==> src/common/upconv_pkg.sv <==
package upconv_pkg;

	// Sample widths
	localparam int SAMPLE_W = 18;
	localparam int IQ_W     = 17;
	localparam int DAC_W    = 16;

	// LO and drive samples, full-rate I/Q, DAC words
	typedef logic signed [SAMPLE_W-1:0] sample_t;
	typedef logic signed [IQ_W-1:0]     iq_t;
	typedef logic signed [DAC_W-1:0]    dac_t;

	// LO path select, 0 is the rotated 145 MHz LO
	typedef enum logic {
		LO_145 = 1'b0,
		LO_60  = 1'b1
	} lo_mode_e;

	// Mixer output scaling and symmetric saturation limits
	localparam int MIX_SHIFT = 17;
	localparam int DAC_MAX   = 2**(DAC_W-1) - 1;
	localparam int DAC_MIN   = -DAC_MAX;

	// Table phasor amplitude and the shift that brings products back to 18 bits
	localparam int LUT_AMP    = 2**(SAMPLE_W-1) - 1;
	localparam int LO_SHIFT   = SAMPLE_W - 1;
	localparam int SAMPLE_MAX = 2**(SAMPLE_W-1) - 1;
	localparam int SAMPLE_MIN = -(2**(SAMPLE_W-1));

endpackage

==> src/level_mixer.sv <==
`timescale 1ns/1ns

module level_mixer (
	input  logic                clk,
	input  logic                i_rst_n,
	input  upconv_pkg::iq_t     i_i,
	input  upconv_pkg::iq_t     i_q,
	input  upconv_pkg::sample_t i_cos,
	input  upconv_pkg::sample_t i_sin,
	output upconv_pkg::dac_t    o_data
);

	logic signed [35:0] prod_c;
	logic signed [35:0] prod_s;
	logic signed [35:0] diff;
	logic signed [18:0] scaled;
	upconv_pkg::dac_t   sat;

	// Real part of (i + jq)(cos + j sin)
	assign prod_c = i_i * i_cos;
	assign prod_s = i_q * i_sin;
	assign diff   = prod_c - prod_s;
	assign scaled = 19'(diff >>> upconv_pkg::MIX_SHIFT);

	// Clip to +/-32767, most negative code never produced
	always_comb begin
		if (scaled > upconv_pkg::DAC_MAX)
			sat = upconv_pkg::dac_t'(upconv_pkg::DAC_MAX);
		else if (scaled < upconv_pkg::DAC_MIN)
			sat = upconv_pkg::dac_t'(upconv_pkg::DAC_MIN);
		else
			sat = upconv_pkg::dac_t'(scaled);
	end

	always_ff @(posedge clk or negedge i_rst_n) begin
		if (!i_rst_n)
			o_data <= '0;
		else
			o_data <= sat;
	end

	a_sym_sat: assert property (@(posedge clk) disable iff (!i_rst_n)
		o_data != {1'b1, {(upconv_pkg::DAC_W-1){1'b0}}});

endmodule

==> config.mk <==
export PLATFORM = sky130hd
export DESIGN_NAME = level_mixer
export DESIGN_NICKNAME = d
export VERILOG_FILES = /design/src/common/upconv_pkg.sv /design/src/level_mixer.sv
export SDC_FILE = /design/constraint.sdc
export NUM_CORES = 2
export LEC_CHECK = 0
export BUFFER_PORTS_ARGS = -buffer_cell sky130_fd_sc_hd__buf_2
export CAP_MARGIN = 20
export CORE_MARGIN = 5
export CORE_UTILIZATION = 65
export DETAILED_ROUTE_END_ITERATION = 16
export GPL_TIMING_DRIVEN = 0
export PLACE_DENSITY = 0.83
export SLEW_MARGIN = 30
export SYNTH_ARGS = -nofsm -noshare
export SYNTH_HDL_FRONTEND = slang
export SYNTH_SLANG_ARGS = --single-unit
==> constraint.sdc <==
create_clock -name clk -period 1.5 [get_ports clk]
set_clock_uncertainty 0.1 [all_clocks]
set_input_delay 0.3 -clock clk [delete_from_list [all_inputs] [get_ports clk]]
set_output_delay 0.3 -clock clk [all_outputs]
set_load 0.05 [all_outputs]
==> impl_results.md <==
- Outcome: finished with violations
- Violations in the final reports: setup timing
- Asr flop ratio synth: 100%
- Number of synthesized flops with an enable pin: 0
- DPL Wire Length: ~58000 microns
- Synth-to-Final Area Change: 14.0%
- Initial antenna violation count: 1
- Max Freq: 129 MHz
- Required time reported for the critical path endpoint: about 1.5 ns
- Largest area contributor in the netlist: sky130_fd_sc_hd__fa_1
- Synthesized-area fraction occupied by xor and xnor cells: 1.24%
- Biggest area contributors in the synthesized netlist: sky130_fd_sc_hd__fa_1 57%, sky130_fd_sc_hd__inv_1 12%, sky130_fd_sc_hd__ha_1 7.8%, sky130_fd_sc_hd__and2_1 7.8%, sky130_fd_sc_hd__nand2_1 4.8%
- Yosys top cell area share: a little under three fifths
- Final-stage net count: 3632
- DRT antenna net count: 0
- Final Max Tran Viols: 0
- Largest register FFs: 16
- DRC viols: 0
- Compound-cell area share of the yosys netlist: 3.28%
- Clock-pin slew on the worst setup and hold paths: approximately 0.050 ns
- Effective utilization at floorplan: 65.8%
- Share of synthesized cell area in full adder, half adder and majority cells: 65.3%
- Area taken by multi-input logic gates: ~0.021 sq mm
- Placement Rows: 70
- Synthesized cell area: about 0.024 sq mm
- Via count: around 18000
- Average detailed-routed wire length per instance: around 21 microns
- Pin count of the biggest net entering global routing: 17
- Floorplan core area: around 0.037 sq mm
- Register cell area after layout: roughly 400 sq um
- Path category of the worst min-delay check: in2async
- Crit path capture type: flip-flop
- Gr ovfl total: 0
- Global-route usage over all layers: between 30% and 40%
- Largest fanout on the critical path: 5
- Multiplexer share of the synthesized area: 0.0417%
- First-pass DRT Iterations: 5
- Yosys Warn Count: 0
- # fillers: about 2500
- Count of boundary I/O pins: 88
- Arrival time at the worst endpoint: roughly 7.8 ns
- Violation count after the first detailed-routing iteration: 1439
- Critical path start-end classification: in2reg
- Largest register by flop count: o_data
- Leading registers by flop count: o_data: 16 flops
- Vias in the first global route: approximately 20000
- Share of the clock period used by the worst path: 518%
- Root buffer cell: sky130_fd_sc_hd__clkbuf_16
- Die X-Extent: 202 microns
- MaxCap Viol Count: 0
- Maximum level of the CTS H-tree: 1
- Finish-stage setup viols: 16
- Maximum clock insertion buffer count: 2
- Final worst-path setup slack: -6.27 ns
- Total negative setup slack: -98.61 ns
- Setup repair after global routing missed its margin: true
- CTS tree: built
- Per-instance average area after synthesis: just over 9 sq um
- Crit path time final: between 7 and 8 ns
- First-pass GRT wire length: around 110000 microns
- Ratio of cells with drive above 1 in the final layout: between 15 and 20%
- Final hold violation count: 0
- Largest family of logic cells by synthesized area: adder cells
- Final wirelength: between 60000 and 70000 microns
- Port Buf Inserts: 75
- Number of clock sinks: 16
- Post-synthesis sequential area ratio: between 1.5 and 2%
- Via count normalized by instance count: about 5.7
- Worst Max-Slew Pin Slew: approximately 0.74 ns
- Area fraction in and, or, nand and nor cells after synthesis: approximately 15%
- Weighted congestion reported at the end of routability-driven placement: ~1.0
- Top FF cell, synth: sky130_fd_sc_hd__dfrtp_1
- Number of clock buffers inserted by TritonCTS: 3
- Most common cell after layout, fill and taps aside: sky130_fd_sc_hd__inv_1
- Layout Cell Area excl Fill: 0.0274 sq mm
- Synth Net Count: 3489
- Max-Slew Margin vs Limit: between 50% and 60%
- Area enclosed by the die boundary: between 0.04 and 0.05 sq mm
- Library cells used by synthesis: just under 60
- Instance count of the mapped netlist: roughly 2600
- Number of register bits inferred by synthesis: 16
- Overall die height: slightly above 200 microns
- Most frequent cells in the layout: 730 x sky130_fd_sc_hd__inv_1, 655 x sky130_fd_sc_hd__fa_1, 287 x sky130_fd_sc_hd__and2_1
- Worst setup SP type: input port
- Placed instance area: approximately 0.026 sq mm
Yosys cell counts, drive strengths merged (2+ instances only):
cell type / instances
nand4: 8
ha: 150
and2: 308
o21bai: 3
fa: 690
xor2: 8
a21o: 7
or3: 7
o221ai: 2
dfrtp: 16
inv: 753
a31oi: 5
nor2: 39
clkbuf: 88
a2111oi: 3
nor4: 3
a22oi: 2
a211o: 3
nand3: 9
a21oi: 48
nand2: 305
a211oi: 6
o211ai: 4
o31a: 2
nand2b: 11
buf: 5
nor3: 3
o21ai: 23
nor2b: 19
or4: 3
xnor2: 26
cells by family (layout without fill, tap and decap cells):
group / Yosys count / in the layout
and+or+nand+nor: 720 / 720
DFF: 16 / 16
muxes: 1 / 1
AOI/OAI and AO/OA: 120 / 120
other: 0 / 1
adders and majority gates: 840 / 840
xor gates and xnor gates: 34 / 34
buffers and inverters: 846 / 988
path summary, 6_finish.rpt:
path | from | to | slack, ns | depth (start not counted)
hold / removal | i_rst_n | o_data[0]$_DFF_PN0_ | 0.42 | 2
min in group clk | o_data[9]$_DFF_PN0_ | o_data[9] | 1.00 | 1
setup / recovery | i_i[2] | o_data[0]$_DFF_PN0_ | -6.27 | 28
max in group asynchronous | i_rst_n | o_data[9]$_DFF_PN0_ | 0.63 | 2
metrics by stage:
| step | util (%) | worst slack [ns] | std cells | hold WS, ns |
|---|---|---|---|---|
| floorplan | - | -5.77 | 2577 | -0.0956 |
| global placement | 70.0 | -7.14 | 3120 | 0.108 |
| detailed placement | 70.0 | -7.15 | 3120 | 0.120 |
| CTS | 73.7 | -6.11 | 3164 | 0.394 |
| global route | 75.0 | -6.44 | 3187 | 0.439 |
| finish | 75.0 | -6.27 | 3188 | 0.417 |
worst max-delay path, stage by stage:
cell and delay, ns:
sky130_fd_sc_hd__buf_12 0.11, sky130_fd_sc_hd__clkbuf_16 0.16, sky130_fd_sc_hd__nand2_8 0.07, sky130_fd_sc_hd__inv_6 0.03, sky130_fd_sc_hd__fa_2 0.62, sky130_fd_sc_hd__inv_4 0.06, sky130_fd_sc_hd__buf_4 0.13, sky130_fd_sc_hd__fa_1 0.52
sky130_fd_sc_hd__inv_2 0.05, sky130_fd_sc_hd__fa_1 0.57, sky130_fd_sc_hd__inv_2 0.06, sky130_fd_sc_hd__fa_1 0.47, sky130_fd_sc_hd__inv_1 0.05, sky130_fd_sc_hd__fa_2 0.53, sky130_fd_sc_hd__fa_2 0.50, sky130_fd_sc_hd__fa_1 0.57
sky130_fd_sc_hd__inv_1 0.06, sky130_fd_sc_hd__fa_1 0.51, sky130_fd_sc_hd__inv_2 0.06, sky130_fd_sc_hd__ha_4 0.29, sky130_fd_sc_hd__nand4_1 0.14, sky130_fd_sc_hd__or4_4 0.57, sky130_fd_sc_hd__o221ai_4 0.27, sky130_fd_sc_hd__nand2b_1 0.11
sky130_fd_sc_hd__a311oi_1 0.55, sky130_fd_sc_hd__a211o_1 0.23, sky130_fd_sc_hd__or4_1 0.12, sky130_fd_sc_hd__a31oi_1 0.07
timing repair:
item / in CTS / in global routing
setup buffers: 42 / 22
hold buffers: 1 / 0
endpoints found under the hold margin: 16 / 0
gates cloned: 1 / 2
pin swaps: 74 / 44
gates resized for setup: 230 / 95
setup endpoints to repair: 16 / 16
layout make-up:
| type | count | share of cell area (%) |
|---|---|---|
| antenna | 1 | 0.00913 |
| inverter | 753 | 10.4 |
| sequential | 16 | 1.46 |
| clock buffer | 4 | 0.324 |
| timing repair buffer | 143 | 4.03 |
| tap | 468 | 2.14 |
| buffer | 88 | 4.33 |
| multi-input combinational | 1715 | 77.3 |
routing by layer:
layer / track usage (%) / share of wire [%]
met5: 0 / 0
met4: 9.82 / 4.0
met3: 7.36 / 10
met2: 56.6 / 48
met1: 46.0 / 37
Power is left out: the tool's default activity adds up to more than one toggle a clock period on the data nets, which glitch-free logic cannot reach.
