## config.mk

```make
export PLATFORM = sky130hd
export DESIGN_NAME = quarter_lo_rotator_flat
export DESIGN_NICKNAME = d
export VERILOG_FILES = /design/src/common/seq_pkg.sv /design/src/common/upconv_pkg.sv /design/src/common/lo_pair_if.sv /design/src/lo_gen/quarter_lo_rotator.sv /design/src/flat_wrapper.sv
export SDC_FILE = /design/constraint.sdc
export NUM_CORES = 1
export LEC_CHECK = 0
export BUFFER_PORTS_ARGS = -buffer_cell sky130_fd_sc_hd__buf_2
export CORE_AREA = 2 2 136 138
export CTS_CLUSTER_DIAMETER = 120
export DETAILED_ROUTE_END_ITERATION = 12
export DIE_AREA = 0 0 138 140
export PLACE_DENSITY = 0.62
export RECOVER_POWER = 25
export SLEW_MARGIN = 5
export SYNTH_ARGS = -nofsm -noshare
export SYNTH_HDL_FRONTEND = slang
export SYNTH_SLANG_ARGS = --single-unit
```

## constraint.sdc

```tcl
create_clock -name clk -period 3.9 [get_ports clk]
set_input_delay 0.39 -clock clk [delete_from_list [all_inputs] [get_ports clk]]
set_output_delay 0.39 -clock clk [all_outputs]
set_load 0.02 [all_outputs]
```

## src/common/seq_pkg.sv

```systemverilog
package seq_pkg;

	// Division phase, value equals the 2-bit divider state
	typedef enum logic [1:0] {
		PH0 = 2'd0,
		PH1 = 2'd1,
		PH2 = 2'd2,
		PH3 = 2'd3
	} div_phase_e;

	// Table runs 0..32, period 33, 14 cycles per period (40 MHz image)
	localparam int  LUT_LAST = 32;
	localparam int  LUT_STEP = 14;
	localparam real TWO_PI   = 6.283185307179586;

	// Input to DAC latency, mute spans one full pipeline flush
	localparam int PIPE_LAT     = 4;
	localparam int FLUSH_CYCLES = PIPE_LAT;

endpackage

```

## src/common/upconv_pkg.sv

```systemverilog
package upconv_pkg;

	// Sample widths
	localparam int SAMPLE_W = 18;
	localparam int IQ_W     = 17;
	localparam int DAC_W    = 16;

	// LO and drive samples, full-rate I/Q, DAC words
	typedef logic signed [SAMPLE_W-1:0] sample_t;
	typedef logic signed [IQ_W-1:0]     iq_t;
	typedef logic signed [DAC_W-1:0]    dac_t;

	// LO path select, 0 is the rotated 145 MHz LO
	typedef enum logic {
		LO_145 = 1'b0,
		LO_60  = 1'b1
	} lo_mode_e;

	// Mixer output scaling and symmetric saturation limits
	localparam int MIX_SHIFT = 17;
	localparam int DAC_MAX   = 2**(DAC_W-1) - 1;
	localparam int DAC_MIN   = -DAC_MAX;

	// Table phasor amplitude and the shift that brings products back to 18 bits
	localparam int LUT_AMP    = 2**(SAMPLE_W-1) - 1;
	localparam int LO_SHIFT   = SAMPLE_W - 1;
	localparam int SAMPLE_MAX = 2**(SAMPLE_W-1) - 1;
	localparam int SAMPLE_MIN = -(2**(SAMPLE_W-1));

endpackage

```

## src/common/lo_pair_if.sv

```systemverilog
`timescale 1ns/1ns

// Two LO phases per clock, one for each DDR half
interface lo_pair_if;

	// First half of the DAC clock
	upconv_pkg::sample_t cos1;
	upconv_pkg::sample_t sin1;
	// Second half of the DAC clock
	upconv_pkg::sample_t cos2;
	upconv_pkg::sample_t sin2;

	// LO generators
	modport src (output cos1, sin1, cos2, sin2);
	// Level mixers
	modport dst (input cos1, sin1, cos2, sin2);

endinterface

```

## src/lo_gen/quarter_lo_rotator.sv

```systemverilog
`timescale 1ns/1ns

module quarter_lo_rotator (
	input  logic                clk,
	input  logic                i_rst_n,
	input  seq_pkg::div_phase_e i_phase,
	input  upconv_pkg::sample_t i_cosa,
	input  upconv_pkg::sample_t i_sina,
	lo_pair_if.src              lo
);

	upconv_pkg::sample_t cos_b;
	upconv_pkg::sample_t sin_b;

	// ------------------------------------------------------------
	// Stage 1: multiply by j^phase, quarter-rate LO
	// ------------------------------------------------------------
	// Negation by one's complement, off by one LSB and no adder
	always_ff @(posedge clk or negedge i_rst_n) begin
		if (!i_rst_n) begin
			cos_b <= '0;
			sin_b <= '0;
		end else begin
			unique case (i_phase)
				seq_pkg::PH0: begin
					cos_b <= i_cosa;
					sin_b <= i_sina;
				end
				seq_pkg::PH1: begin
					cos_b <= ~i_sina;
					sin_b <= i_cosa;
				end
				seq_pkg::PH2: begin
					cos_b <= ~i_cosa;
					sin_b <= ~i_sina;
				end
				seq_pkg::PH3: begin
					cos_b <= i_sina;
					sin_b <= ~i_cosa;
				end
			endcase
		end
	end

	// ------------------------------------------------------------
	// Stage 2: interpolate the two DDR halves
	// ------------------------------------------------------------
	// 1/16 stands in for the small phase step between halves
	always_ff @(posedge clk or negedge i_rst_n) begin
		if (!i_rst_n) begin
			lo.cos1 <= '0;
			lo.sin1 <= '0;
			lo.cos2 <= '0;
			lo.sin2 <= '0;
		end else begin
			// Times 1+j/16
			lo.cos1 <= cos_b - (sin_b >>> 4);
			lo.sin1 <= sin_b + (cos_b >>> 4);
			// Times j+1/16
			lo.cos2 <= ~sin_b + (cos_b >>> 4);
			lo.sin2 <= cos_b + (sin_b >>> 4);
		end
	end

endmodule

```

## src/flat_wrapper.sv

```systemverilog
// flat-port wrapper written by rule: the top's interface ports become plain ports
module quarter_lo_rotator_flat 
  (clk, i_rst_n, i_phase, i_cosa, i_sina, lo_cos1, lo_sin1, lo_cos2, lo_sin2);
  lo_pair_if lo_i ();
  input  logic clk;
  input  logic i_rst_n;
  input  seq_pkg::div_phase_e i_phase;
  input  upconv_pkg::sample_t i_cosa;
  input  upconv_pkg::sample_t i_sina;
  output wire logic [$bits(lo_i.cos1)-1:0] lo_cos1;
  output wire logic [$bits(lo_i.sin1)-1:0] lo_sin1;
  output wire logic [$bits(lo_i.cos2)-1:0] lo_cos2;
  output wire logic [$bits(lo_i.sin2)-1:0] lo_sin2;
  assign lo_cos1 = lo_i.cos1;
  assign lo_sin1 = lo_i.sin1;
  assign lo_cos2 = lo_i.cos2;
  assign lo_sin2 = lo_i.sin2;
  quarter_lo_rotator u_core (.clk(clk), .i_rst_n(i_rst_n), .i_phase(i_phase), .i_cosa(i_cosa), .i_sina(i_sina), .lo(lo_i));
endmodule
```

==> results by group <==
Logic synthesis
  • Synthesis Warnings: 0
  • Post-Syn Area: 0.00702 mm²
  • Ys async rst share: 100%
  • Synth unique cells: 69
  • Yosys top cell by area: dfrtp_1
  • Share of the synthesized area in the top cell type: 38.2%
  • Synth area leaders: dfrtp_1, ha_1, xnor2_1
  • Synthesized flop and latch total: 107
  • Synth Net Count: 835
  • Post-synth EDFFs: 0
  • Prevailing post-synth register cell: dfrtp_1
  • Syn Area/Cell: 9.70 µm²
  • Synthesized instance count: 723
  • Most frequent cell after synthesis: dfrtp_1
  • Register area share after synthesis: 38.2%
  • Commonest cells post-synth: dfrtp_1, xnor2_1, ha_1

Place
  • # port buffers: 111
  • Post-place setup slack: 1.32 ns
  • Hpwl dp: 13.7 mm
  • Placed instance area: 0.00769 mm²
  • Gpl congestion: 0.910

Route
  • DRC: 0
  • Drt total wl: 17.2 mm
  • Total iterations of the first detailed-routing run: 7
  • Via count: 5395
  • Final ANT Viol Nets: 0
  • Post-DR wirelength/cell: 16.5 µm
  • Vias/cell: 5.17
  • First-iteration detailed-routing DRC count: 357

Clocking
  • CTS tree: built
  • H-tree levels: 3
  • Clk buf depth: 2
  • Post-CTS Setup Inserts: 0
  • Worst-path clk slew: 0.08 ns
  • # clock sinks: 107
  • CTS root buf: clkbuf_16
  • Clk_lat worst skew: 0.37 ns
  • Hold_buf cts: 0
  • Post-CTS sizing: 0
  • Num CTS Buffers: 9

Finish
  • Area Overhead vs Synth: 13.6%
  • Layout cells sized above 1: 17.7%
  • Finished Core Util: 44.8%
  • Post-route cell area: 0.00797 mm²
  • Fin nets: 922
  • Filler cells: 1770
  • ANT cells: 0

Global route
  • Overflow after GRT: 0
  • Wire length of the first global-routing pass: 27.9 mm
  • Pin count of the biggest net entering global routing: 54
  • Initial antenna violation count: 0
  • GRT Util Overall: 18.2%
  • Vias in the first global route: 5397

Run status
  • Status: finished, violations left
  • Failing checks: capacitance limit, slew limit

Timing
  • Fin worst setup slack: 1.32 ns
  • Max Fclk: 387 MHz
  • Unrepaired setup endpoints after global routing: false
  • Final Critical Period: 2.58 ns
  • Final setup TNS: 0 ns
  • Setup-failing EPs final: 0
  • Period utilization: 66.3%
  • Endpoints failing hold: 0
  • Slew Limit Fails: 48
  • Hold slack: 0.331 ns
  • Slew headroom: -73.0%
  • Worst-margin pin slew: 2.59 ns
  • Clock skew: 0.0135 ns

Critical path
  • Crit-path leading delay family: compound AO/OA/AOI/OAI gates
  • CP max stage cell: a31oi_1
  • CP Cell Sequence: ha_1 -> inv_1 -> fa_1 -> nor2_1 -> o211ai_1 -> a31oi_1 -> a21oi_1 -> o2111a_1 -> nor3_1
  • CP max FO: 4
  • Data arrival time of the worst path: 2.88 ns
  • Worst path bufs/invs: 1
  • Crit path largest cell delay: 0.43 ns
  • Crit end category: flip-flop
  • Worst EP required: 4.19 ns
  • Crit Path Category: flip-flop to flip-flop
  • Crit path launch type: flip-flop

Power
  • Switching power total: 2200 µW
  • Combinational share of power: 49.5%
  • Maximum VDD drop: 308 µV
  • Pint: 2890 µW
  • Leakage: 0.00366 µW
  • Sw Share: 43.2%
  • Sequential share of power: 32.9%
  • Clk pwr share: 17.6%
  • PD cells: 639 mW/mm²

Floorplan
  • Die Area: 0.0193 mm²
  • Die width: 138 µm
  • Ports: 112
  • Row cnt: 49
  • DIE HEIGHT: 140 µm
  • Initial Util: 39.5%
  • CORE AREA: 0.0178 mm²

Min path
  • Hold Path Class: input port to flip-flop

Job
  • Max-cap violations: 1
[metrics by stage]
stage               power (µW)  cells
floorplan                 3450    723
global placement          4220   1028
detailed placement        4230   1028
CTS                       5130   1044
global route              5430   1044
finish                    5090   1044
[power by group through the flow]
| stage | combinational (µW) | sequential (µW) | clock (µW) |
|---|---|---|---|
| 2_1_floorplan | 1320 | 2130 | 0 |
| 3_3_place_gp | 2520 | 1700 | 0 |
| 3_5_place_dp | 2520 | 1710 | 0 |
| 4_1_cts | 2530 | 1690 | 915 |
| 5_1_grt | 2750 | 1720 | 960 |
| 6_report | 2520 | 1680 | 894 |
[worst min-delay path, cell delays in order]
cell,delay [ns]
buf_2,0.08
mux2i_1,0.07
xnor2_1,0.12
[kinds of logic (layout without fill, tap and decap cells)]
group,count (synthesis),count (layout),share of synthesized area [%]
simple gates,175,175,12.1
compound gates,167,167,16.6
flops,107,107,38.2
buf+inv,91,183,5.53
xor+xnor,89,89,11.1
fa+ha+maj,72,72,13.3
mux,22,22,3.16
[flip-flops by register name, indices dropped and copies added, names as in the netlist]
| register | flops |
|---|---|
| u_core.lo.cos2 | 18 |
| u_core.sin_b | 18 |
| u_core.lo.sin1 | 18 |
| u_core.lo.cos1 | 17 |
| u_core.lo.sin2 | 18 |
| u_core.cos_b | 18 |
[path summary, 6_finish.rpt]
| check | from | end | slack (ns) | cells past startpoint |
|---|---|---|---|---|
| worst max register to register | u_core.cos_b[4] | u_core.lo.sin1[12] | 1.32 | 9 |
| min in group asynchronous | i_rst_n | u_core.lo.sin2[2] | 0.83 | 1 |
| worst min register to register | u_core.cos_b[0] | u_core.lo.sin2[0] | 0.62 | 3 |
| worst max-delay path | u_core.cos_b[4] | u_core.lo.sin1[12] | 1.32 | 9 |
| max in group asynchronous | i_rst_n | u_core.lo.cos2[14] | 1.41 | 2 |
| worst min-delay path | i_sina[14] | u_core.sin_b[14] | 0.33 | 3 |
[cell type report]
class	instances	area (µm²)	area share, %
Clock buffer	10	239	3.00
Tap cell	229	287	3.60
Multi-Input combinational cell	525	3950	49.6
Inverter	54	203	2.54
Clock inverter	6	47.5	0.597
Sequential cell	107	2680	33.6
Timing Repair Buffer	113	566	7.10
[placed cells by master (no fill, tap or decap), drive strengths merged, types with 4 or more instances in the layout]
| cell type | count |
|---|---|
| buf | 111 |
| dfrtp | 107 |
| xnor2 | 78 |
| ha | 68 |
| nor2 | 57 |
| inv | 56 |
| a21oi | 48 |
| nand2 | 37 |
| o21ai | 37 |
| mux2i | 21 |
| nor3 | 16 |
| nand2b | 13 |
| clkbuf | 12 |
| xor2 | 11 |
| nand3 | 10 |
| nor2b | 9 |
| o211ai | 9 |
| a211oi | 9 |
| and3 | 7 |
| or3 | 6 |
| o21a | 5 |
| a31oi | 5 |
| o31ai | 5 |
| a221oi | 5 |
| o31a | 4 |
| a211o | 4 |
| a21o | 4 |
| nor4 | 4 |
| fa | 4 |
| a2111oi | 4 |
| clkinv | 4 |
[layer usage]
| metal | global-route usage, % | vias up | wire (µm) |
|---|---|---|---|
| met2 | 28.1 | 175 | 7590 |
| met4 | 7.57 | 0 | 476 |
| met3 | 3.28 | 31 | 910 |
| met5 | 0 | - | 0 |
| met1 | 25.3 | 2529 | 8270 |
| li1 | - | 2660 | - |
Power figures use the tool's default switching activity.
