File: config.mk
export PLATFORM = sky130hd
export DESIGN_NAME = upconv_ctrl
export DESIGN_NICKNAME = d
export VERILOG_FILES = /design/src/common/seq_pkg.sv /design/src/common/upconv_pkg.sv /design/src/upconv_ctrl.sv
export SDC_FILE = /design/constraint.sdc
export NUM_CORES = 1
export LEC_CHECK = 0
export ABC_AREA = 1
export BUFFER_PORTS_ARGS = -buffer_cell sky130_fd_sc_hd__buf_4
export CORE_MARGIN = 5
export CORE_UTILIZATION = 45
export CTS_BUF_LIST = sky130_fd_sc_hd__clkbuf_4 sky130_fd_sc_hd__clkbuf_8 sky130_fd_sc_hd__clkbuf_16
export DETAILED_ROUTE_END_ITERATION = 16
export PLACE_DENSITY = 0.69
export REMOVE_ABC_BUFFERS = 1
export SYNTH_ARGS = -nofsm -noshare
export SYNTH_HDL_FRONTEND = slang
export SYNTH_SLANG_ARGS = --single-unit
export TNS_END_PERCENT = 5
File: constraint.sdc
create_clock -name clk -period 3.4 [get_ports clk]
set_input_delay 0.34 -clock clk [delete_from_list [all_inputs] [get_ports clk]]
set_output_delay 0.34 -clock clk [all_outputs]
set_load 0.03 [all_outputs]
File: src/common/seq_pkg.sv
package seq_pkg;

	// Division phase, value equals the 2-bit divider state
	typedef enum logic [1:0] {
		PH0 = 2'd0,
		PH1 = 2'd1,
		PH2 = 2'd2,
		PH3 = 2'd3
	} div_phase_e;

	// Table runs 0..32, period 33, 14 cycles per period (40 MHz image)
	localparam int  LUT_LAST = 32;
	localparam int  LUT_STEP = 14;
	localparam real TWO_PI   = 6.283185307179586;

	// Input to DAC latency, mute spans one full pipeline flush
	localparam int PIPE_LAT     = 4;
	localparam int FLUSH_CYCLES = PIPE_LAT;

endpackage

File: src/common/upconv_pkg.sv
package upconv_pkg;

	// Sample widths
	localparam int SAMPLE_W = 18;
	localparam int IQ_W     = 17;
	localparam int DAC_W    = 16;

	// LO and drive samples, full-rate I/Q, DAC words
	typedef logic signed [SAMPLE_W-1:0] sample_t;
	typedef logic signed [IQ_W-1:0]     iq_t;
	typedef logic signed [DAC_W-1:0]    dac_t;

	// LO path select, 0 is the rotated 145 MHz LO
	typedef enum logic {
		LO_145 = 1'b0,
		LO_60  = 1'b1
	} lo_mode_e;

	// Mixer output scaling and symmetric saturation limits
	localparam int MIX_SHIFT = 17;
	localparam int DAC_MAX   = 2**(DAC_W-1) - 1;
	localparam int DAC_MIN   = -DAC_MAX;

	// Table phasor amplitude and the shift that brings products back to 18 bits
	localparam int LUT_AMP    = 2**(SAMPLE_W-1) - 1;
	localparam int LO_SHIFT   = SAMPLE_W - 1;
	localparam int SAMPLE_MAX = 2**(SAMPLE_W-1) - 1;
	localparam int SAMPLE_MIN = -(2**(SAMPLE_W-1));

endpackage

File: src/upconv_ctrl.sv
`timescale 1ns/1ns

module upconv_ctrl (
	input  logic                 clk,
	input  logic                 i_rst_n,
	input  seq_pkg::div_phase_e  i_div_state,
	input  logic                 i_lo_sel,
	input  logic                 i_enable,
	output logic                 o_iq_strobe,
	output seq_pkg::div_phase_e  o_phase,
	output logic [5:0]           o_lut_addr,
	output upconv_pkg::lo_mode_e o_mode,
	output logic                 o_out_en
);

	typedef enum logic {
		RUN   = 1'b0,
		FLUSH = 1'b1
	} state_e;

	state_e               state;
	logic [2:0]           flush_cnt;
	upconv_pkg::lo_mode_e mode_q;
	logic                 en_q;
	seq_pkg::div_phase_e  phase_q;
	logic [5:0]           lut_addr;
	logic [1:0]           phase_next;
	logic                 mode_change;

	// New mode differs from the registered one
	assign mode_change = (upconv_pkg::lo_mode_e'(i_lo_sel) != mode_q);
	assign phase_next  = phase_q + 2'd1;

	always_ff @(posedge clk or negedge i_rst_n) begin
		if (!i_rst_n) begin
			state     <= FLUSH;
			flush_cnt <= 3'(seq_pkg::FLUSH_CYCLES - 1);
			mode_q    <= upconv_pkg::LO_145;
			en_q      <= 1'b0;
			phase_q   <= seq_pkg::PH0;
			lut_addr  <= '0;
		end else begin
			mode_q   <= upconv_pkg::lo_mode_e'(i_lo_sel);
			en_q     <= i_enable;
			phase_q  <= i_div_state;
			// Modulo-33 table address, one step per clock
			lut_addr <= (lut_addr == 6'(seq_pkg::LUT_LAST)) ? 6'd0 : lut_addr + 6'd1;
			// Mode change restarts the mute window
			if (mode_change) begin
				state     <= FLUSH;
				flush_cnt <= 3'(seq_pkg::FLUSH_CYCLES - 1);
			end else if (state == FLUSH) begin
				if (flush_cnt == 3'd0)
					state <= RUN;
				else
					flush_cnt <= flush_cnt - 3'd1;
			end
		end
	end

	assign o_iq_strobe = phase_q[0];
	assign o_phase     = phase_q;
	assign o_lut_addr  = lut_addr;
	assign o_mode      = mode_q;
	// Muted while flushing or disabled
	assign o_out_en    = (state == RUN) && en_q;

	// ------------------------------------------------------------
	// Checks
	// ------------------------------------------------------------
	a_lut_range: assert property (@(posedge clk) disable iff (!i_rst_n)
		lut_addr <= 6'(seq_pkg::LUT_LAST));

	// Divider state from outside must be a free-running count
	a_phase_step: assert property (@(posedge clk) disable iff (!i_rst_n)
		$past(i_rst_n, 2) |-> (phase_q == $past(phase_next)));

endmodule

==> reports/qor.yml, run 1 <==
status: "finished, final reports clean"
ys_ff_latch: 14
antenna_found_initial: 0
port_buffers: 16
tns_ns: 0
whs_endpoint: "o_phase[0]"
rows: 13
wl_per_cell_um: 10.55
synth_top_area_share: 0.4391
die_area_um2: 2239
hold_violations: 0
drc: 0
placed_cells: 92
drive_gt1_frac: 0.3415
grt_usage: 0.1254
final_cells: 97
critical_path_class: "flop to output port"
ir_drop_mv: 0.2662
initial_utilization: 0.4758
max_cap_viol_count: 0
areaGrowthSynthToFinish_pct: 27.35
finalCriticalPeriod_ns: 1.349
hp-class: "input port to flop"
rsz0062_at_grt: "false"
fin_ws_ns: 2.051
n_fill_cell: 121
synth_cell_types: 17
gp_congestion: 0.8207
rr_worst_depth: 7
grt_overflow_total: 0
tightest_slew_ns: 0.2513
startpoint_type: "flop"
crit_slowest_cell: "dfstp_2"
post-route-period-util: 0.3968
critPathMaxFanout: 2
skew_ns: 0.002589
cts_root_buffer: "clkbuf_4"
vias: 434
clock_path_buffers: 2
die_w_um: 47.32
drtAntennaViolNets: 0
numCtsBuffers: 3
critPathMaxStageDelay_ns: 0.54
htreeDepth: 1
synthTopCellsByArea: "dfrtp_1 (44%), dfstp_2 (13%), ha_1 (8.0%)"
routed_wl_mm: 1.023
yosys_warnings: 0
post_cts_resized: 0
fmax_ghz: 0.7413
synth_top_cell_by_area: "dfrtp_1"
grt_max_degree: 15
cts_setup_buffers: 0
clk_pin_slew_ns: 0.08
die_h_um: 47.32
r2r-end: "flush_cnt[2]"
cp.arrival_ns: 1.01
cp-end-kind: "output port"
wl_met1_um: 421
finalHoldWorstSlack_ns: 0.1759
top_layer: "met4"
setup_viol: 0
boundaryPins: 17
reg2reg_slack_ns: 2.20
met2WireLength_um: 553
cts_tree: "yes"
syn-instance-count: 62
powerDensity_nw_per_um2: 483.4
dr.pass1.iters: 2
antenna_cells: 0
min_from: "i_div_state[0]"
cts_sinks: 14
hpwlAfterDp_um: 821.4
synth_seq_area_share: 0.5649
place_ws_ns: 2.207
hold_depth: 1
drtIter0Drc: 3
slew_viol_final: 0
syn-cell-area_um2: 626.9
hold_buffers: 1
core-area_um2: 1318
r2r-start: "flush_cnt[0]"
maxSlewHeadroom: 0.8316
power_leakage_nw: 0.4463
grt_pass1_vias: 443
grt_pass1_wl_mm: 1.849
viasPerCell: 4.474
nNetsFinal: 93
avgSynthCellArea_um2: 10.11
cp.required_ns: 3.06
cp_cell_sequence: "nor2_1, buf_4"
dr_wl_met3_um: 35
clock_latency_ns: 0.27
layout make-up:
type	instances	area (µm²)	area share
Sequential cell	14	354.1	0.4436
Multi-Input combinational cell	36	224.0	0.2806
Timing Repair Buffer	17	130.1	0.1630
Inverter	11	41.29	0.05172
Clock buffer	4	30.03	0.03762
Tap cell	15	18.77	0.02351
metal layers:
layer | global-route usage | vias up
li1 | - | 228
met1 | 0.1357 | 197
met2 | 0.2193 | 7
met3 | 0.03448 | 2
met4 | 0.06630 | 0
met5 | 0 | -
cell usage in the layout (no fill, tap or decap), drive strengths merged:
cell type and count:
buf 16, nand2 13, dfrtp 11, inv 11
nand3 6, nor2 6, ha 4, clkbuf 4
dfstp 3, xor2 2, xnor2 2, nand4 1
and2 1, a21oi 1, dlygate4sd3 1
cell usage after synthesis:
library cell  number
nand3_1            6
inv_2              1
nand2_2            2
xnor2_2            1
dfstp_2            3
nand2_1           11
xor2_1             2
a21oi_1            1
inv_1             10
ha_1               4
buf_4              1
nor2_1             5
dfrtp_1           11
and2_1             1
nor2_4             1
nand4_1            1
xnor2_1            1
logic make-up after synthesis:
family	Yosys count	share of synthesized area
flops	14	0.5649
simple gates	27	0.2016
buf+inv	12	0.07785
compound gates	1	0.007976
fa+ha+maj	4	0.07984
xor+xnor	4	0.06788
power by group:
part / switching, W / internal [W] / leakage, nW
Combinational: 0.0000498 / 0.0000327 / 0.257
Clock: 0.0000484 / 0.0000533 / 0.0184
Sequential: 0.0000102 / 0.000192 / 0.171
Total: 0.000108 / 0.000277 / 0.446
state kept, by name, indices dropped and copies added (netlist names):
register and cells:
o_phase 2, flush_cnt 3, state 1, o_lut_addr 6, o_mode 1, en_q 1
worst max path at each step:
stage | cells after the start | end | startpoint | slack, ns
finish | 2 | o_out_en | state | 2.05
global route | 2 | o_out_en | state | 2.00
CTS | 2 | o_out_en | state | 2.04
detailed placement | 7 | flush_cnt[2] | flush_cnt[0] | 2.21
global placement | 7 | flush_cnt[2] | flush_cnt[0] | 2.25
floorplan | 4 | o_lut_addr[0] | o_lut_addr[0] | 2.21
critical path, delay by kind of cell (launching register included):
family,cells,cell delay [ns]
buffers and inverters,1,0.16
AND/OR/NAND/NOR,1,0.05
flip-flops,1,0.54
per-stage QoR:
step / total power (W) / util / cell area (µm²)
finish: 0.0003859 / 0.6059 / 798.3
global route: 0.0004205 / 0.6059 / 798.3
CTS: 0.0003938 / 0.6059 / 798.3
detailed placement: 0.0002894 / 0.5755 / 758.2
global placement: 0.0002860 / 0.5755 / 758.2
floorplan: 0.0002633 / - / 619.3
Power figures use the tool's default switching activity.
==> run 2: changes to the inputs <==
CORE_UTILIZATION = 43   (was 45)
clock period = 1.2 ns   (was 3.4 ns; I/O delays follow)
==> reports/qor.yml, run 2 (synthesized netlist as in run 1, its figures left out) <==
initial_utilization: 0.4700  # -0.005802
gr-usage-met3: 0.02214  # -0.01234
top_usage_layer: "met2"
n_fill_cell: 100  # -17%
clk_pin_slew_ns: 0.09  # about the same
cts_root_buffer: "clkbuf_4"
met1_usage: 0.1555  # +0.01974
setup_viol: 0  # unchanged
core-area_um2: 1334  # +1.2%
boundaryPins: 17  # unchanged
routed_wl_mm: 1.139  # +11%
p_clk_frac: 0.259  # -0.005
die_h_um: 48.18  # +1.8%
switching_share: 0.3062  # +0.02524
drtIter0Drc: 6  # +3
p_switching_w: 0.0003606  # +230%
crit_path_start: "state"
slew_viol_final: 0  # unchanged
vias: 456  # +5.1%
largest_reg_flops: 6  # unchanged
drtAntennaViolNets: 0  # unchanged
cp-end-kind: "output port"
port_buffers: 16  # unchanged
layout_commonest_cell: "buf_4"
status: "finished, final reports clean"
die_w_um: 48.18  # +1.8%
final_cell_mix: "buf_4 (17), dfrtp_1 (11), nand2_1 (10)"
fin_ws_ns: 0.01998  # -2.031 ns
tns_ns: 0  # unchanged
ir_drop_mv: 0.9938  # +270%
finalCriticalPeriod_ns: 1.180
tightest_slew_ns: 0.2646  # +0.01322 ns
die_area_um2: 2321  # +3.7%
hold_violations: 0  # unchanged
finalHoldWorstSlack_ns: 0.2119  # +0.03601 ns
antenna_found_initial: 0  # unchanged
fmax_ghz: 0.8474
htreeDepth: 1  # unchanged
drive_gt1_frac: 0.4023  # +0.06084
pwr-share-seq: 0.496  # -0.027
power_leakage_nw: 0.4614  # +3.4%
cts_tree: "yes"
nNetsFinal: 98  # +5.4%
startpoint_type: "flop"
clock_latency_ns: 0.28  # about the same
clock_path_buffers: 2  # unchanged
intPower_w: 0.0008173  # +190%
areaGrowthSynthToFinish_pct: 38.92
max_cap_viol_count: 0  # unchanged
powerDensity_nw_per_um2: 1353  # +180%
hp-class: "input port to asynchronous set/reset pin"
skew_ns: 0.0008181  # -0.001771 ns
maxSlewHeadroom: 0.8228  # -0.008853
place_ws_ns: 0.01047  # -2.197 ns
hpwlAfterDp_um: 797.5  # -2.9%
cp.arrival_ns: 1.06  # +0.05 ns
cp.required_ns: 1.08  # -1.98 ns
critical_path_class: "flop to output port"
grt_pass1_wl_mm: 1.752  # -5.2%
drc: 0  # unchanged
r2r-start: "flush_cnt[0]"
gp_congestion: 0.7830  # -4.6%
grt_max_degree: 15  # unchanged
wl_per_cell_um: 11.17  # +5.9%
cts_setup_buffers: 0  # unchanged
dr.pass1.iters: 5  # +3
viasPerCell: 4.471  # about the same
rows: 13  # unchanged
numCtsBuffers: 3  # unchanged
gr-usage-met2: 0.1589  # -0.06040
antenna_cells: 0  # unchanged
grt_usage: 0.1113  # -0.01411
cts_sinks: 14  # unchanged
critPathMaxFanout: 2  # unchanged
combPwrFrac: 0.246  # +0.032
post-route-period-util: 0.9833
grt_pass1_vias: 424  # -4.3%
grt_overflow_total: 0  # unchanged
[run 2: worst paths after layout]
kind | endpoint | slack, ns | depth (start not counted)
worst max-delay path | o_out_en | 0.02 | 2
worst min-delay path | o_lut_addr[0] | 0.21 | 2
worst max register to register | flush_cnt[2] | 0.04 | 7
worst min register to register | flush_cnt[0] | 0.51 | 2
max in group asynchronous | state | 0.74 | 2
min in group clk | en_q | 0.49 | 2
[run 2: power by group through the flow]
stage	combinational [W]	sequential, W	clock, W
finish	0.000289	0.000584	0.000305
global route	0.000333	0.000587	0.000327
CTS	0.000253	0.000575	0.000313
detailed placement	0.000239	0.000581	0
global placement	0.000230	0.000579	0
floorplan	0.000157	0.000589	0
[run 2: metrics by stage]
| stage | util | power, W | cell area [µm²] | cells |
|---|---|---|---|---|
| after floorplan | - | 0.0007461 | 619.3 | 61 |
| after global placement | 0.5741 | 0.0008096 | 765.7 | 93 |
| after detailed placement | 0.5741 | 0.0008202 | 765.7 | 93 |
| after CTS | 0.6341 | 0.001141 | 845.8 | 102 |
| after global routing | 0.6529 | 0.001247 | 870.8 | 102 |
| final | 0.6529 | 0.001178 | 870.8 | 102 |
[run 2: final cells by class]
class | instances | area [µm²] | area share
clock buffers | 4 | 30.03 | 0.03448
multi-input cells | 36 | 249.0 | 0.2859
inverters | 11 | 41.29 | 0.04741
repair buffers | 22 | 177.7 | 0.2040
well taps | 15 | 18.77 | 0.02155
flip-flops and latches | 14 | 354.1 | 0.4066
[run 2: worst max-delay path: stages, from the launching register on]
cell	delay, ns
dfstp_2	0.58
nor2_2	0.05
buf_4	0.16
[run 2: layer usage]
layer	part of all wire	vias up
met1	0.48	204
met4	0	0
li1	-	239
met5	0	-
met2	0.48	13
met3	0.041	0
[run 2: what timing repair did]
item	in CTS	in global routing
hold buffers	5	0
hold endpoints to repair	18	0
gates resized for setup	1	7
pin swaps	2	3
endpoints found under the setup margin	1	3
