[config.mk]
export PLATFORM = sky130hd
export DESIGN_NAME = iq_interp
export DESIGN_NICKNAME = d
export VERILOG_FILES = /design/src/common/upconv_pkg.sv /design/src/iq_interp.sv
export SDC_FILE = /design/constraint.sdc
export NUM_CORES = 1
export LEC_CHECK = 0
export ABC_AREA = 1
export CAP_MARGIN = 20
export CORE_ASPECT_RATIO = 1.75
export CORE_MARGIN = 2
export CORE_UTILIZATION = 45
export CTS_CLUSTER_DIAMETER = 200
export DETAILED_ROUTE_END_ITERATION = 12
export DONT_BUFFER_PORTS = 1
export PLACE_DENSITY = 0.59
export SETUP_SLACK_MARGIN = 0.1
export SYNTH_ARGS = -nofsm -noshare
export SYNTH_HDL_FRONTEND = slang
export SYNTH_SLANG_ARGS = --single-unit
[constraint.sdc]
create_clock -name clk -period 1.75 [get_ports clk]
set_input_delay 0.35 -clock clk [delete_from_list [all_inputs] [get_ports clk]]
set_output_delay 0.35 -clock clk [all_outputs]
set_load 0.005 [all_outputs]
[src/common/upconv_pkg.sv]
package upconv_pkg;

	// Sample widths
	localparam int SAMPLE_W = 18;
	localparam int IQ_W     = 17;
	localparam int DAC_W    = 16;

	// LO and drive samples, full-rate I/Q, DAC words
	typedef logic signed [SAMPLE_W-1:0] sample_t;
	typedef logic signed [IQ_W-1:0]     iq_t;
	typedef logic signed [DAC_W-1:0]    dac_t;

	// LO path select, 0 is the rotated 145 MHz LO
	typedef enum logic {
		LO_145 = 1'b0,
		LO_60  = 1'b1
	} lo_mode_e;

	// Mixer output scaling and symmetric saturation limits
	localparam int MIX_SHIFT = 17;
	localparam int DAC_MAX   = 2**(DAC_W-1) - 1;
	localparam int DAC_MIN   = -DAC_MAX;

	// Table phasor amplitude and the shift that brings products back to 18 bits
	localparam int LUT_AMP    = 2**(SAMPLE_W-1) - 1;
	localparam int LO_SHIFT   = SAMPLE_W - 1;
	localparam int SAMPLE_MAX = 2**(SAMPLE_W-1) - 1;
	localparam int SAMPLE_MIN = -(2**(SAMPLE_W-1));

endpackage

[src/iq_interp.sv]
`timescale 1ns/1ns

module iq_interp (
	input  logic                clk,
	input  logic                i_rst_n,
	input  upconv_pkg::sample_t i_drive,
	input  logic                i_iq_strobe,
	output upconv_pkg::iq_t     o_i,
	output upconv_pkg::iq_t     o_q
);

	// Held I and Q, top 16 bits of the drive word
	logic signed [15:0] i_hold, q_hold;
	// Two consecutive held values per stream
	logic signed [15:0] i_d1, i_d2, q_d1, q_d2;

	always_ff @(posedge clk or negedge i_rst_n) begin
		if (!i_rst_n) begin
			i_hold <= '0;
			q_hold <= '0;
			i_d1   <= '0;
			i_d2   <= '0;
			q_d1   <= '0;
			q_d2   <= '0;
			o_i    <= '0;
			o_q    <= '0;
		end else begin
			// Stage 1, I on strobe low and Q on strobe high
			if (!i_iq_strobe)
				i_hold <= i_drive[17:2];
			else
				q_hold <= i_drive[17:2];
			// Stage 2
			i_d1 <= i_hold;
			i_d2 <= i_d1;
			q_d1 <= q_hold;
			q_d2 <= q_d1;
			// Stage 3, sum of neighbours is the average with one extra bit
			o_i <= upconv_pkg::iq_t'(i_d1) + upconv_pkg::iq_t'(i_d2);
			o_q <= upconv_pkg::iq_t'(q_d1) + upconv_pkg::iq_t'(q_d2);
		end
	end

endmodule

==> reports/results.tsv, run 1 <==
stage	metric	value	unit
timing	maxSlewHeadroom	84.1	%
global_routing	grt_max_degree	131	
timing	final.min_clock_period	1.70	ns
power_and_ir_drop	irDropWorstVdd	826	µV
worst_setup_path	critical-path-slowest-cell	dfrtp_1	
die	die_w	88.6	µm
logic_synthesis	synth_area	5630	µm²
drt	routed_wl	10600	µm
layout	fillers	1094	
power_and_ir_drop	combPwrFrac	16.1	%
logic_synthesis	async_flop_share	100	%
drt	vias	3778	
die	ios	55	
logic_synthesis	ys.flop_type	dfrtp_1	
drt	drt_first_pass_iters	4	
die	core	12400	µm²
worst_setup_path	r2r_start	i_d1[0]	
logic_synthesis	synth_edf_count	0	
power_and_ir_drop	powerDensity	1280	nW/µm²
logic_synthesis	synth_fp_nets	662	
worst_setup_path	path_cells	ha_4 -> fa_2 -> nand2_2 -> nand2_4 -> nand3b_1 -> nand2_2 -> nand2_2 -> nand2_2 -> nand2_1 -> nand2_1	
layout	layout.nets	679	
clock_tree	htree_levels	4	
worst_setup_path	worstPathArrival	1.99	ns
timing	setup-tns-final	0	ns
layout	drive_gt1_share	18.1	%
global_routing	track_usage	17.6	%
global_routing	grt_pass1_wl	18000	µm
timing	worst_pin_slew	0.237	ns
timing	rsz0062_at_grt	true	
power_and_ir_drop	p_switching	2420	µW
global_routing	grt-ovfl-total	0	
worst_setup_path	crit_required	2.04	ns
place	gp_congestion	0.851	
die	initial_utilization	45.6	%
worst_setup_path	rrSetupSlack	0.05	ns
worst_setup_path	critPathLaunchType	register	
die	die_h	152	µm
drt	route.detailed.drc	0	
logic_synthesis	synth_top_family_by_area	simple AND/OR/NAND/NOR gates	
worst_setup_path	path_max_fanout	3	
drt	ant_nets	0	
clock_tree	clock_sinks	130	
status	violations	hold timing	
clock_tree	clk_pin_slew	0.06	ns
layout	layout_commonest_cell	nand2_1	
layout	num_antenna_cells	0	
power_and_ir_drop	clock_power_share	40.8	%
layout	final_util	54.1	%
die	rows	54	
worst_setup_path	crit_path_end_kind	register	
timing	period_share	97.1	%
timing	fin_hold_ws	-0.375	ns
layout	syn_to_final_growth	18.7	%
logic_synthesis	synth-compound-area-share	4.33	%
place	numPortBuffers	0	
worst_setup_path	crit_top_cell	nand2_2	
worst_setup_path	max_stage_delay	0.41	ns
power_and_ir_drop	leakage	0.00345	µW
logic_synthesis	yosysSeqAreaShare	57.7	%
worst_setup_path	cp.depth	10	
status	outcome	finished with violations	
logic_synthesis	synth_area_leaders	dfrtp_1 (58%), nand2_1 (13%), ha_1 (7.1%)	
timing	max_freq	0.589	GHz
die	die_area	13500	µm²
power_and_ir_drop	p_sw_share	28.2	%
layout	multi_input_area	2200	µm²
worst_setup_path	rr_worst_depth	10	
clock_tree	cts_tree	done	
clock_tree	cts_root_buf	clkbuf_16	
drt	via_per_inst	4.69	
logic_synthesis	synth_top_area_cell	dfrtp_1	
layout	seqCellArea	3250	µm²
timing	slew_violations	0	
logic_synthesis	synth_top_area_share	57.7	%
logic_synthesis	syn_inst	607	
worst_hold_path	hold_class	input pin to async pin	
run	max_cap_viol_count	0	
worst_setup_path	path_class	register to register	
logic_synthesis	synth_cell_type_count	23	
logic_synthesis	synthAdderAreaFrac	7.82	%
clock_tree	clk_latency	0.42	ns
logic_synthesis	yosys_warnings	0	
power_and_ir_drop	seqPwrFrac	43.1	%
worst_setup_path	reg2reg_to	o_i[14]	
timing	setup_viol	0	
worst_setup_path	crit_family	simple AND/OR/NAND/NOR gates	
layout	final_cell_mix	nand2_1 (170), dfrtp_1 (130), inv_1 (95)	
clock_tree	clock_path_buffers	2	
logic_synthesis	synth_area_per_cell	9.28	µm²
global_routing	antenna_found_initial	0	
logic_synthesis	yosys-mux-area-fraction	0	%
logic_synthesis	yosys_register_bits	130	
clock_tree	cts_buffers	17	
worst_setup_path	cp_num_buf_inv	0	
global_routing	grt_pass1_vias	3805	
power_and_ir_drop	internal_power	6150	µW
timing	fin_skew	0.0158	ns
power_and_ir_drop	totalPowerFinal	8580	µW
drt	wl_per_cell	13.2	µm
timing	hold_viol_final	130	
logic_synthesis	synth_xor_area_share	2.18	%
logic_synthesis	synthSimpleGateAreaFrac	20.4	%
place	dp_hpwl	7540	µm
drt	drt_iter0_drc	209	
-- cells by family (layout without fill, tap and decap cells) --
logic type / after synthesis / after routing
adders and majority gates: 34 / 34
DFF: 130 / 130
AOI/OAI and AO/OA: 48 / 48
xor gates and xnor gates: 14 / 14
and+or+nand+nor: 270 / 270
buffers and inverters: 111 / 141
-- registers in the layout (all words and copies together) (netlist names) --
name	count
i_d2	16
o_q	17
o_i	17
q_d1	16
i_d1	16
i_hold	16
q_d2	16
q_hold	16
-- layout make-up --
cell class,count,area share [%]
flip-flops and latches,130,48.7
multi-input cells,366,32.9
clock buffers,19,6.63
inverters,104,5.84
well taps,168,3.14
clock inverters,13,2.25
repair buffers,5,0.561
-- worst register-to-register path: cells and delay by family, from the launching register on --
kind          cells  cell delay, ns
fa+ha+maj         2            0.55
flops             1            0.41
simple gates      8            0.63
-- power groups by stage --
stage / sequential (µW) / clock, µW / combinational, µW
after floorplan: 3670 / 0 / 991
after global placement: 3740 / 0 / 1210
after detailed placement: 3750 / 0 / 1250
after CTS: 3700 / 3580 / 1270
after global routing: 3760 / 3730 / 1580
final: 3700 / 3500 / 1380
-- per-layer routing --
metal  share of wire [%]  vias to the layer above  global-route usage [%]
met5                   0                        -                       0
met4                 4.5                        0                    10.3
met3                 2.2                       29                    3.80
li1                    -                     1896                       -
met2                  55                       67                    30.3
met1                  38                     1786                    19.1
-- worst max path at each step --
stage / start / end / slack, ns
detailed placement: q_d1[0] / o_q[16] / -0.08
finish: i_d1[0] / o_i[14] / 0.05
global route: q_d1[0] / o_q[14] / -0.03
global placement: q_d1[0] / o_q[16] / -0.04
floorplan: i_d1[0] / o_i[14] / 0.15
CTS: i_d1[0] / o_i[10] / 0.10
-- repair_timing --
action,4_1_cts,5_1_grt
pin swaps,4,9
buffers inserted,0,2
setup endpoints to repair,13,17
resized for setup,10,43
hold endpoints to repair,130,130
-- through the flow --
step | instances | hold slack (ns) | setup WS, ns | cell area (µm²)
floorplan | 607 | 0.0544 | 0.152 | 5630
global placement | 771 | 0.0580 | -0.0369 | 5830
detailed placement | 771 | 0.0580 | -0.0818 | 5830
CTS | 803 | -0.386 | 0.100 | 6460
global route | 805 | -0.398 | -0.0318 | 6690
finish | 805 | -0.375 | 0.0513 | 6690
-- cells in the mapped netlist, drive strengths merged (2+ instances only) --
cell type,instances
nand3,21
xnor2,3
xor2,11
buf,6
nor2,31
nor3,8
ha,32
nand2,204
fa,2
a21oi,32
or2,3
nand3b,3
inv,104
o21ai,16
dfrtp,130
No activity file was read; power rests on OpenSTA's default activity.
==> run 2: changes to the inputs <==
Settings changed: MAX_ROUTING_LAYER from default to met4.
==> run 2 against run 1 <==
Net effect:
- worst hold slack worse by 0.0037 ns
- worst setup slack improved by 0.055 ns
- critical path type unchanged
- clock-buffer cell count is the same
- sequential cell count unchanged
- critical path depth did not move
- the run still ends with hold timing left
- utilization is 0.35 points lower
- combinational power is essentially flat
- first-iteration DRC count decreased by 3.3%
- global-route usage rose by 0.38 points
- final cell count stayed put
==> reports/results.tsv, run 2 (synthesized netlist as in run 1, its figures left out) <==
stage	metric	value	unit	change
die	rows	54		unchanged
power_and_ir_drop	powerDensity	1290	nW/µm²	+0.36%
clock_tree	cts_tree	done		
die	die_w	88.6	µm	unchanged
status	outcome	finished with violations		
clock_tree	cts_root_buf	clkbuf_16		
power_and_ir_drop	clock_power_share	40.9	%	about the same
global_routing	grt-ovfl-total	0		unchanged
place	placedCellCount	771		unchanged
clock_tree	clock_sinks	130		unchanged
timing	final.min_clock_period	1.64	ns	-0.0545 ns
status	violations	hold timing		
place	numPortBuffers	0		unchanged
place	dp_hpwl	7510	µm	-0.38%
timing	worst_pin_slew	0.232	ns	-0.00565 ns
power_and_ir_drop	p_switching	2410	µW	-0.49%
worst_hold_path	hold_class	input pin to async pin		
die	core	12400	µm²	unchanged
power_and_ir_drop	internal_power	6140	µW	-0.23%
drt	drt_first_pass_iters	5		+1
drt	route.detailed.drc	0		unchanged
power_and_ir_drop	irDropWorstVdd	923	µV	+12%
layout	syn_to_final_growth	17.9	%	
clock_tree	cts_buffers	17		unchanged
timing	fin_skew	0.00657	ns	-0.00928 ns
worst_setup_path	max_stage_delay	0.38	ns	-0.03 ns
drt	routed_wl	10600	µm	-0.36%
timing	maxSlewHeadroom	84.6	%	+0.46 points
die	die_h	152	µm	unchanged
global_routing	grt_pass1_vias	3689		-3.0%
drt	via_per_inst	4.62		-1.6%
layout	largestRegisters	o_i x17, o_q x17		
worst_setup_path	crit_path_end_kind	register		
worst_setup_path	crit_family	simple AND/OR/NAND/NOR gates		
worst_setup_path	critical-path-slowest-cell	dfrtp_1		
power_and_ir_drop	seqPwrFrac	43.3	%	+0.2 points
place	placed_area	5830	µm²	unchanged
clock_tree	clk_latency	0.42	ns	about the same
layout	stdcell_count	805		unchanged
timing	slew_violations	0		unchanged
global_routing	grt_pass1_wl	17600	µm	-2.1%
layout	final_cell_mix	nand2_1 (176), dfrtp_1 (130), inv_1 (95)		
timing	setup_viol	0		unchanged
place	gp_congestion	0.871		+2.3%
drt	drt_iter0_drc	202		-3.3%
run	max_cap_viol_count	0		unchanged
drt	wl_per_cell	13.1	µm	-0.36%
layout	drive_gt1_share	17.1	%	-0.94 points
worst_setup_path	path_max_fanout	3		unchanged
worst_setup_path	crit_top_cell	nand2_2		
drt	vias	3719		-1.6%
timing	rsz0062_at_grt	true		
clock_tree	htree_levels	4		unchanged
worst_setup_path	crit_required	2.06	ns	+0.02 ns
worst_setup_path	cp_num_buf_inv	0		unchanged
layout	layout_commonest_cell	nand2_1		
layout	num_antenna_cells	0		unchanged
timing	max_freq	0.608	GHz	+3.3%
power_and_ir_drop	totalPowerFinal	8550	µW	-0.30%
timing	setup-tns-final	0	ns	unchanged
die	ios	55		unchanged
worst_setup_path	worstPathArrival	1.95	ns	-0.04 ns
die	initial_utilization	45.6	%	unchanged
power_and_ir_drop	combPwrFrac	15.8	%	-0.3 points
layout	stdcell_area	6640	µm²	-0.66%
power_and_ir_drop	p_sw_share	28.2	%	-0.053 points
layout	layout.nets	679		unchanged
timing	period_share	94.0	%	-3.1 points
timing	fin_hold_ws	-0.379	ns	-0.00365 ns
timing	hold_viol_final	130		unchanged
place	post-place-ws	-0.0649	ns	+0.0168 ns
global_routing	grt_max_degree	131		unchanged
worst_setup_path	path_cells	ha_2 -> fa_2 -> nand2_2 -> nand2_2 -> nand3b_1 -> nand2_2 -> nand2_2 -> nand2_2 -> nand2_1 -> nand2_1		
clock_tree	clk_pin_slew	0.06	ns	about the same
worst_setup_path	critPathLaunchType	register		
clock_tree	clock_path_buffers	2		unchanged
die	die_area	13500	µm²	unchanged
global_routing	track_usage	17.9	%	+0.38 points
power_and_ir_drop	leakage	0.00342	µW	-0.90%
drt	ant_nets	0		unchanged
worst_setup_path	path_class	register to register		
timing	fin_ws	0.106	ns	+0.0545 ns
global_routing	antenna_found_initial	0		unchanged
## run 2: changes by cell type in the layout (fill, tap and decap cells not counted), sizes merged
cell,previous run,this run
clkinvlp,1,3
inv,109,107
## run 2: layer usage
metal | track usage [%] | vias to the layer above | wire [µm]
met3 | 4.56 | 15 | 293
met5 | - | - | 0
met1 | 19.1 | 1747 | 4120
met4 | 7.00 | 0 | 187
li1 | - | 1887 | -
met2 | 31.0 | 70 | 5990
## run 2: metrics by stage
step                      utilization, %  hold slack [ns]
after floorplan                        -           0.0544
after global placement              47.2           0.0576
after detailed placement            47.2           0.0576
after CTS                           52.3           -0.389
after global routing                53.7           -0.401
final                               53.7           -0.379
## run 2: final cells by class
cell class / count / area [µm²]
clock buffers: 19 / 443
clock inverters: 13 / 151
flip-flops and latches: 130 / 3250
inverters: 104 / 390
well taps: 168 / 210
fillers: 1126 / 5720
multi-input cells: 366 / 2160
repair buffers: 5 / 37.5
## run 2: final timing paths
| check | startpoint | end | slack, ns | depth (start not counted) |
|---|---|---|---|---|
| setup / recovery | i_d1[0] | o_i[10] | 0.11 | 10 |
| hold / removal | i_rst_n | o_i[3] | -0.38 | 0 |
| setup reg to reg | i_d1[0] | o_i[10] | 0.11 | 10 |
| hold reg to reg | q_hold[1] | q_d1[1] | 0.37 | 0 |
| max in group asynchronous | i_rst_n | o_q[10] | 1.93 | 0 |
| min in group clk | i_iq_strobe | q_hold[0] | 0.02 | 1 |
## run 2: power groups by stage
stage	registers [µW]	logic, µW	clock network [µW]
final	3700	1350	3500
after CTS	3700	1260	3560
after floorplan	3670	991	0
after detailed placement	3750	1240	0
after global placement	3740	1220	0
after global routing	3760	1550	3710
## run 2: timing repair
item	in CTS	in global routing
hold endpoints to repair	130	130
resized for setup	9	34
pin swaps	3	7
buffers inserted	1	1
setup endpoints to repair	13	16
==> run 3: changes to the inputs <==
==> constraint.sdc (replaced) <==
create_clock -name clk -period 1.75 [get_ports clk]
set_input_delay 0.175 -clock clk [delete_from_list [all_inputs] [get_ports clk]]
set_output_delay 0.175 -clock clk [all_outputs]
set_load 0.005 [all_outputs]
==> run 3 against run 2 <==
Net effect:
- die area is the same
- clock-buffer cell count shrank 1
- maximum frequency shrank 0.47%
- global-route usage grew 0.55 points
- first-iteration DRC count shrank 21%
- sequential share of layout area shrank 1.7 points
- worst setup slack lost 0.0078 ns
- clock skew grew 0.0061 ns
- highest routed layer unchanged
- the flow still finishes with violations (hold timing)
==> reports/results.tsv, run 3 (synthesized netlist as in run 1, its figures left out) <==
stage	metric	value	unit	change
worst_setup_path	critPathLaunchType	register		
drt	drt_first_pass_iters	4		-1
die	ios	55		unchanged
timing	worst_pin_slew	0.241	ns	+0.00987 ns
timing	slew_violations	0		unchanged
drt	drt_iter0_drc	159		-21%
layout	largestRegisters	o_i x17, o_q x17		
layout	stdcell_count	825		+2.5%
clock_tree	cts_tree	done		
clock_tree	clock_sinks	130		unchanged
drt	via_per_inst	4.65		+0.70%
global_routing	grt-ovfl-total	0		unchanged
timing	period_share	94.4	%	+0.44 points
timing	maxSlewHeadroom	83.9	%	-0.66 points
worst_setup_path	path_class	register to register		
drt	ant_nets	0		unchanged
place	placed_area	5830	µm²	unchanged
clock_tree	cts_buffers	17		unchanged
worst_setup_path	crit_required	2.05	ns	about the same
worst_hold_path	hold_class	input pin to async pin		
place	placedCellCount	771		unchanged
status	outcome	finished with violations		
drt	route.detailed.drc	0		unchanged
clock_tree	cts_root_buf	clkbuf_16		
die	initial_utilization	45.6	%	unchanged
worst_setup_path	path_max_fanout	3		unchanged
layout	syn_to_final_growth	22.2	%	
worst_setup_path	rrSetupSlack	0.1	ns	about the same
timing	final.min_clock_period	1.65	ns	+0.00777 ns
clock_tree	clock_path_buffers	2		unchanged
worst_setup_path	critical-path-slowest-cell	dfrtp_1		
drt	routed_wl	11000	µm	+4.2%
die	rows	54		unchanged
timing	hold_viol_final	130		unchanged
global_routing	grt_pass1_vias	3941		+6.8%
timing	max_freq	0.605	GHz	-0.47%
worst_setup_path	max_stage_delay	0.38	ns	about the same
power_and_ir_drop	leakage	0.00352	µW	+3.0%
worst_setup_path	crit_path_end_kind	register		
worst_setup_path	reg2reg_to	o_q[10]		
global_routing	grt_max_degree	131		unchanged
power_and_ir_drop	powerDensity	1270	nW/µm²	-1.3%
timing	fin_skew	0.0127	ns	+0.00615 ns
worst_setup_path	rr_worst_depth	10		unchanged
worst_setup_path	worstPathArrival	1.95	ns	about the same
run	max_cap_viol_count	0		unchanged
worst_setup_path	r2r_start	q_d1[0]		
drt	vias	3838		+3.2%
timing	rsz0062_at_grt	true		
place	gp_congestion	0.869		-0.22%
place	dp_hpwl	7650	µm	+1.9%
layout	stdcell_area	6890	µm²	+3.7%
timing	fin_hold_ws	-0.549	ns	-0.170 ns
global_routing	track_usage	18.5	%	+0.55 points
clock_tree	htree_levels	4		unchanged
die	die_area	13500	µm²	unchanged
clock_tree	clk_latency	0.41	ns	about the same
layout	drive_gt1_share	18.0	%	+0.85 points
worst_setup_path	path_cells	ha_2 -> fa_2 -> nand2_2 -> nand2_4 -> nand3b_1 -> nand2_2 -> nand2_2 -> nand2_2 -> nand2_2 -> nand2_2		
global_routing	grt_pass1_wl	18400	µm	+4.6%
layout	final_cell_mix	nand2_1 (172), dfrtp_1 (130), inv_1 (95)		
place	numPortBuffers	0		unchanged
worst_setup_path	crit_top_cell	nand2_2		
layout	layout_commonest_cell	nand2_1		
clock_tree	holdBufCountCts	18		
drt	wl_per_cell	13.4	µm	+1.6%
status	violations	hold timing		
die	die_w	88.6	µm	unchanged
power_and_ir_drop	irDropWorstVdd	867	µV	-6.0%
layout	num_antenna_cells	0		unchanged
clock_tree	clk_pin_slew	0.07	ns	about the same
die	die_h	152	µm	unchanged
layout	layout.nets	699		+2.9%
timing	setup_viol	0		unchanged
global_routing	antenna_found_initial	0		unchanged
die	core	12400	µm²	unchanged
[run 3: what timing repair did]
action / CTS / global route
endpoints found under the setup margin: 13 / 16
setup buffers: 2 / 2
endpoints found under the hold margin: 162 / 130
pin swaps: 4 / 13
gates resized for setup: 9 / 43
[run 3: routing by layer]
metal	part of all wire [%]	GRT usage [%]	vias to the layer above
li1	-	-	1926
met1	37	19.7	1804
met2	57	31.4	82
met3	2.6	3.86	26
met4	3.3	9.38	0
met5	0	-	-
[run 3: how the worst max path moves through the flow]
stage                        from  endpoint  slack, ns  depth (start not counted)
after detailed placement  q_d1[0]   o_q[16]      -0.06                         10
after floorplan           i_d1[0]   o_i[14]       0.15                         10
after global routing      q_d2[0]   o_q[14]      -0.02                         10
after CTS                 i_d1[0]   o_i[10]       0.10                         10
after global placement    q_d1[0]   o_q[16]      -0.03                         10
final                     q_d1[0]   o_q[10]        0.1                         10
[run 3: worst max-delay path: cells and delay by family, from the launching register on]
kind                     cells  cell delay [ns]
adder cells (fa/ha/maj)      2             0.56
AND/OR/NAND/NOR              8             0.60
flip-flops                   1             0.38
[run 3: cell type report]
type / instances / area, µm²
Clock buffer: 18 / 429
Clock inverter: 14 / 179
Fill cell: 1061 / 5480
Inverter: 104 / 390
Multi-Input combinational cell: 366 / 2180
Sequential cell: 130 / 3250
Tap cell: 168 / 210
Timing Repair Buffer: 25 / 243
[run 3: report_power, final]
| group | switching [µW] | internal, µW | leakage [µW] |
|---|---|---|---|
| combinational | 861 | 579 | 0.00170 |
| clock | 1340 | 2270 | 0.000294 |
| sequential | 253 | 3450 | 0.00152 |
[run 3: metrics by stage]
step                util (%)  setup TNS (ns)  setup slack [ns]  total power, µW
floorplan                  -               0             0.152             4660
global placement        47.2         -0.0609           -0.0261             4960
detailed placement      47.2          -0.244           -0.0612             5000
CTS                     54.0               0             0.104             8720
global route            55.7         -0.0289           -0.0173             9260
finish                  55.7               0            0.0980             8750
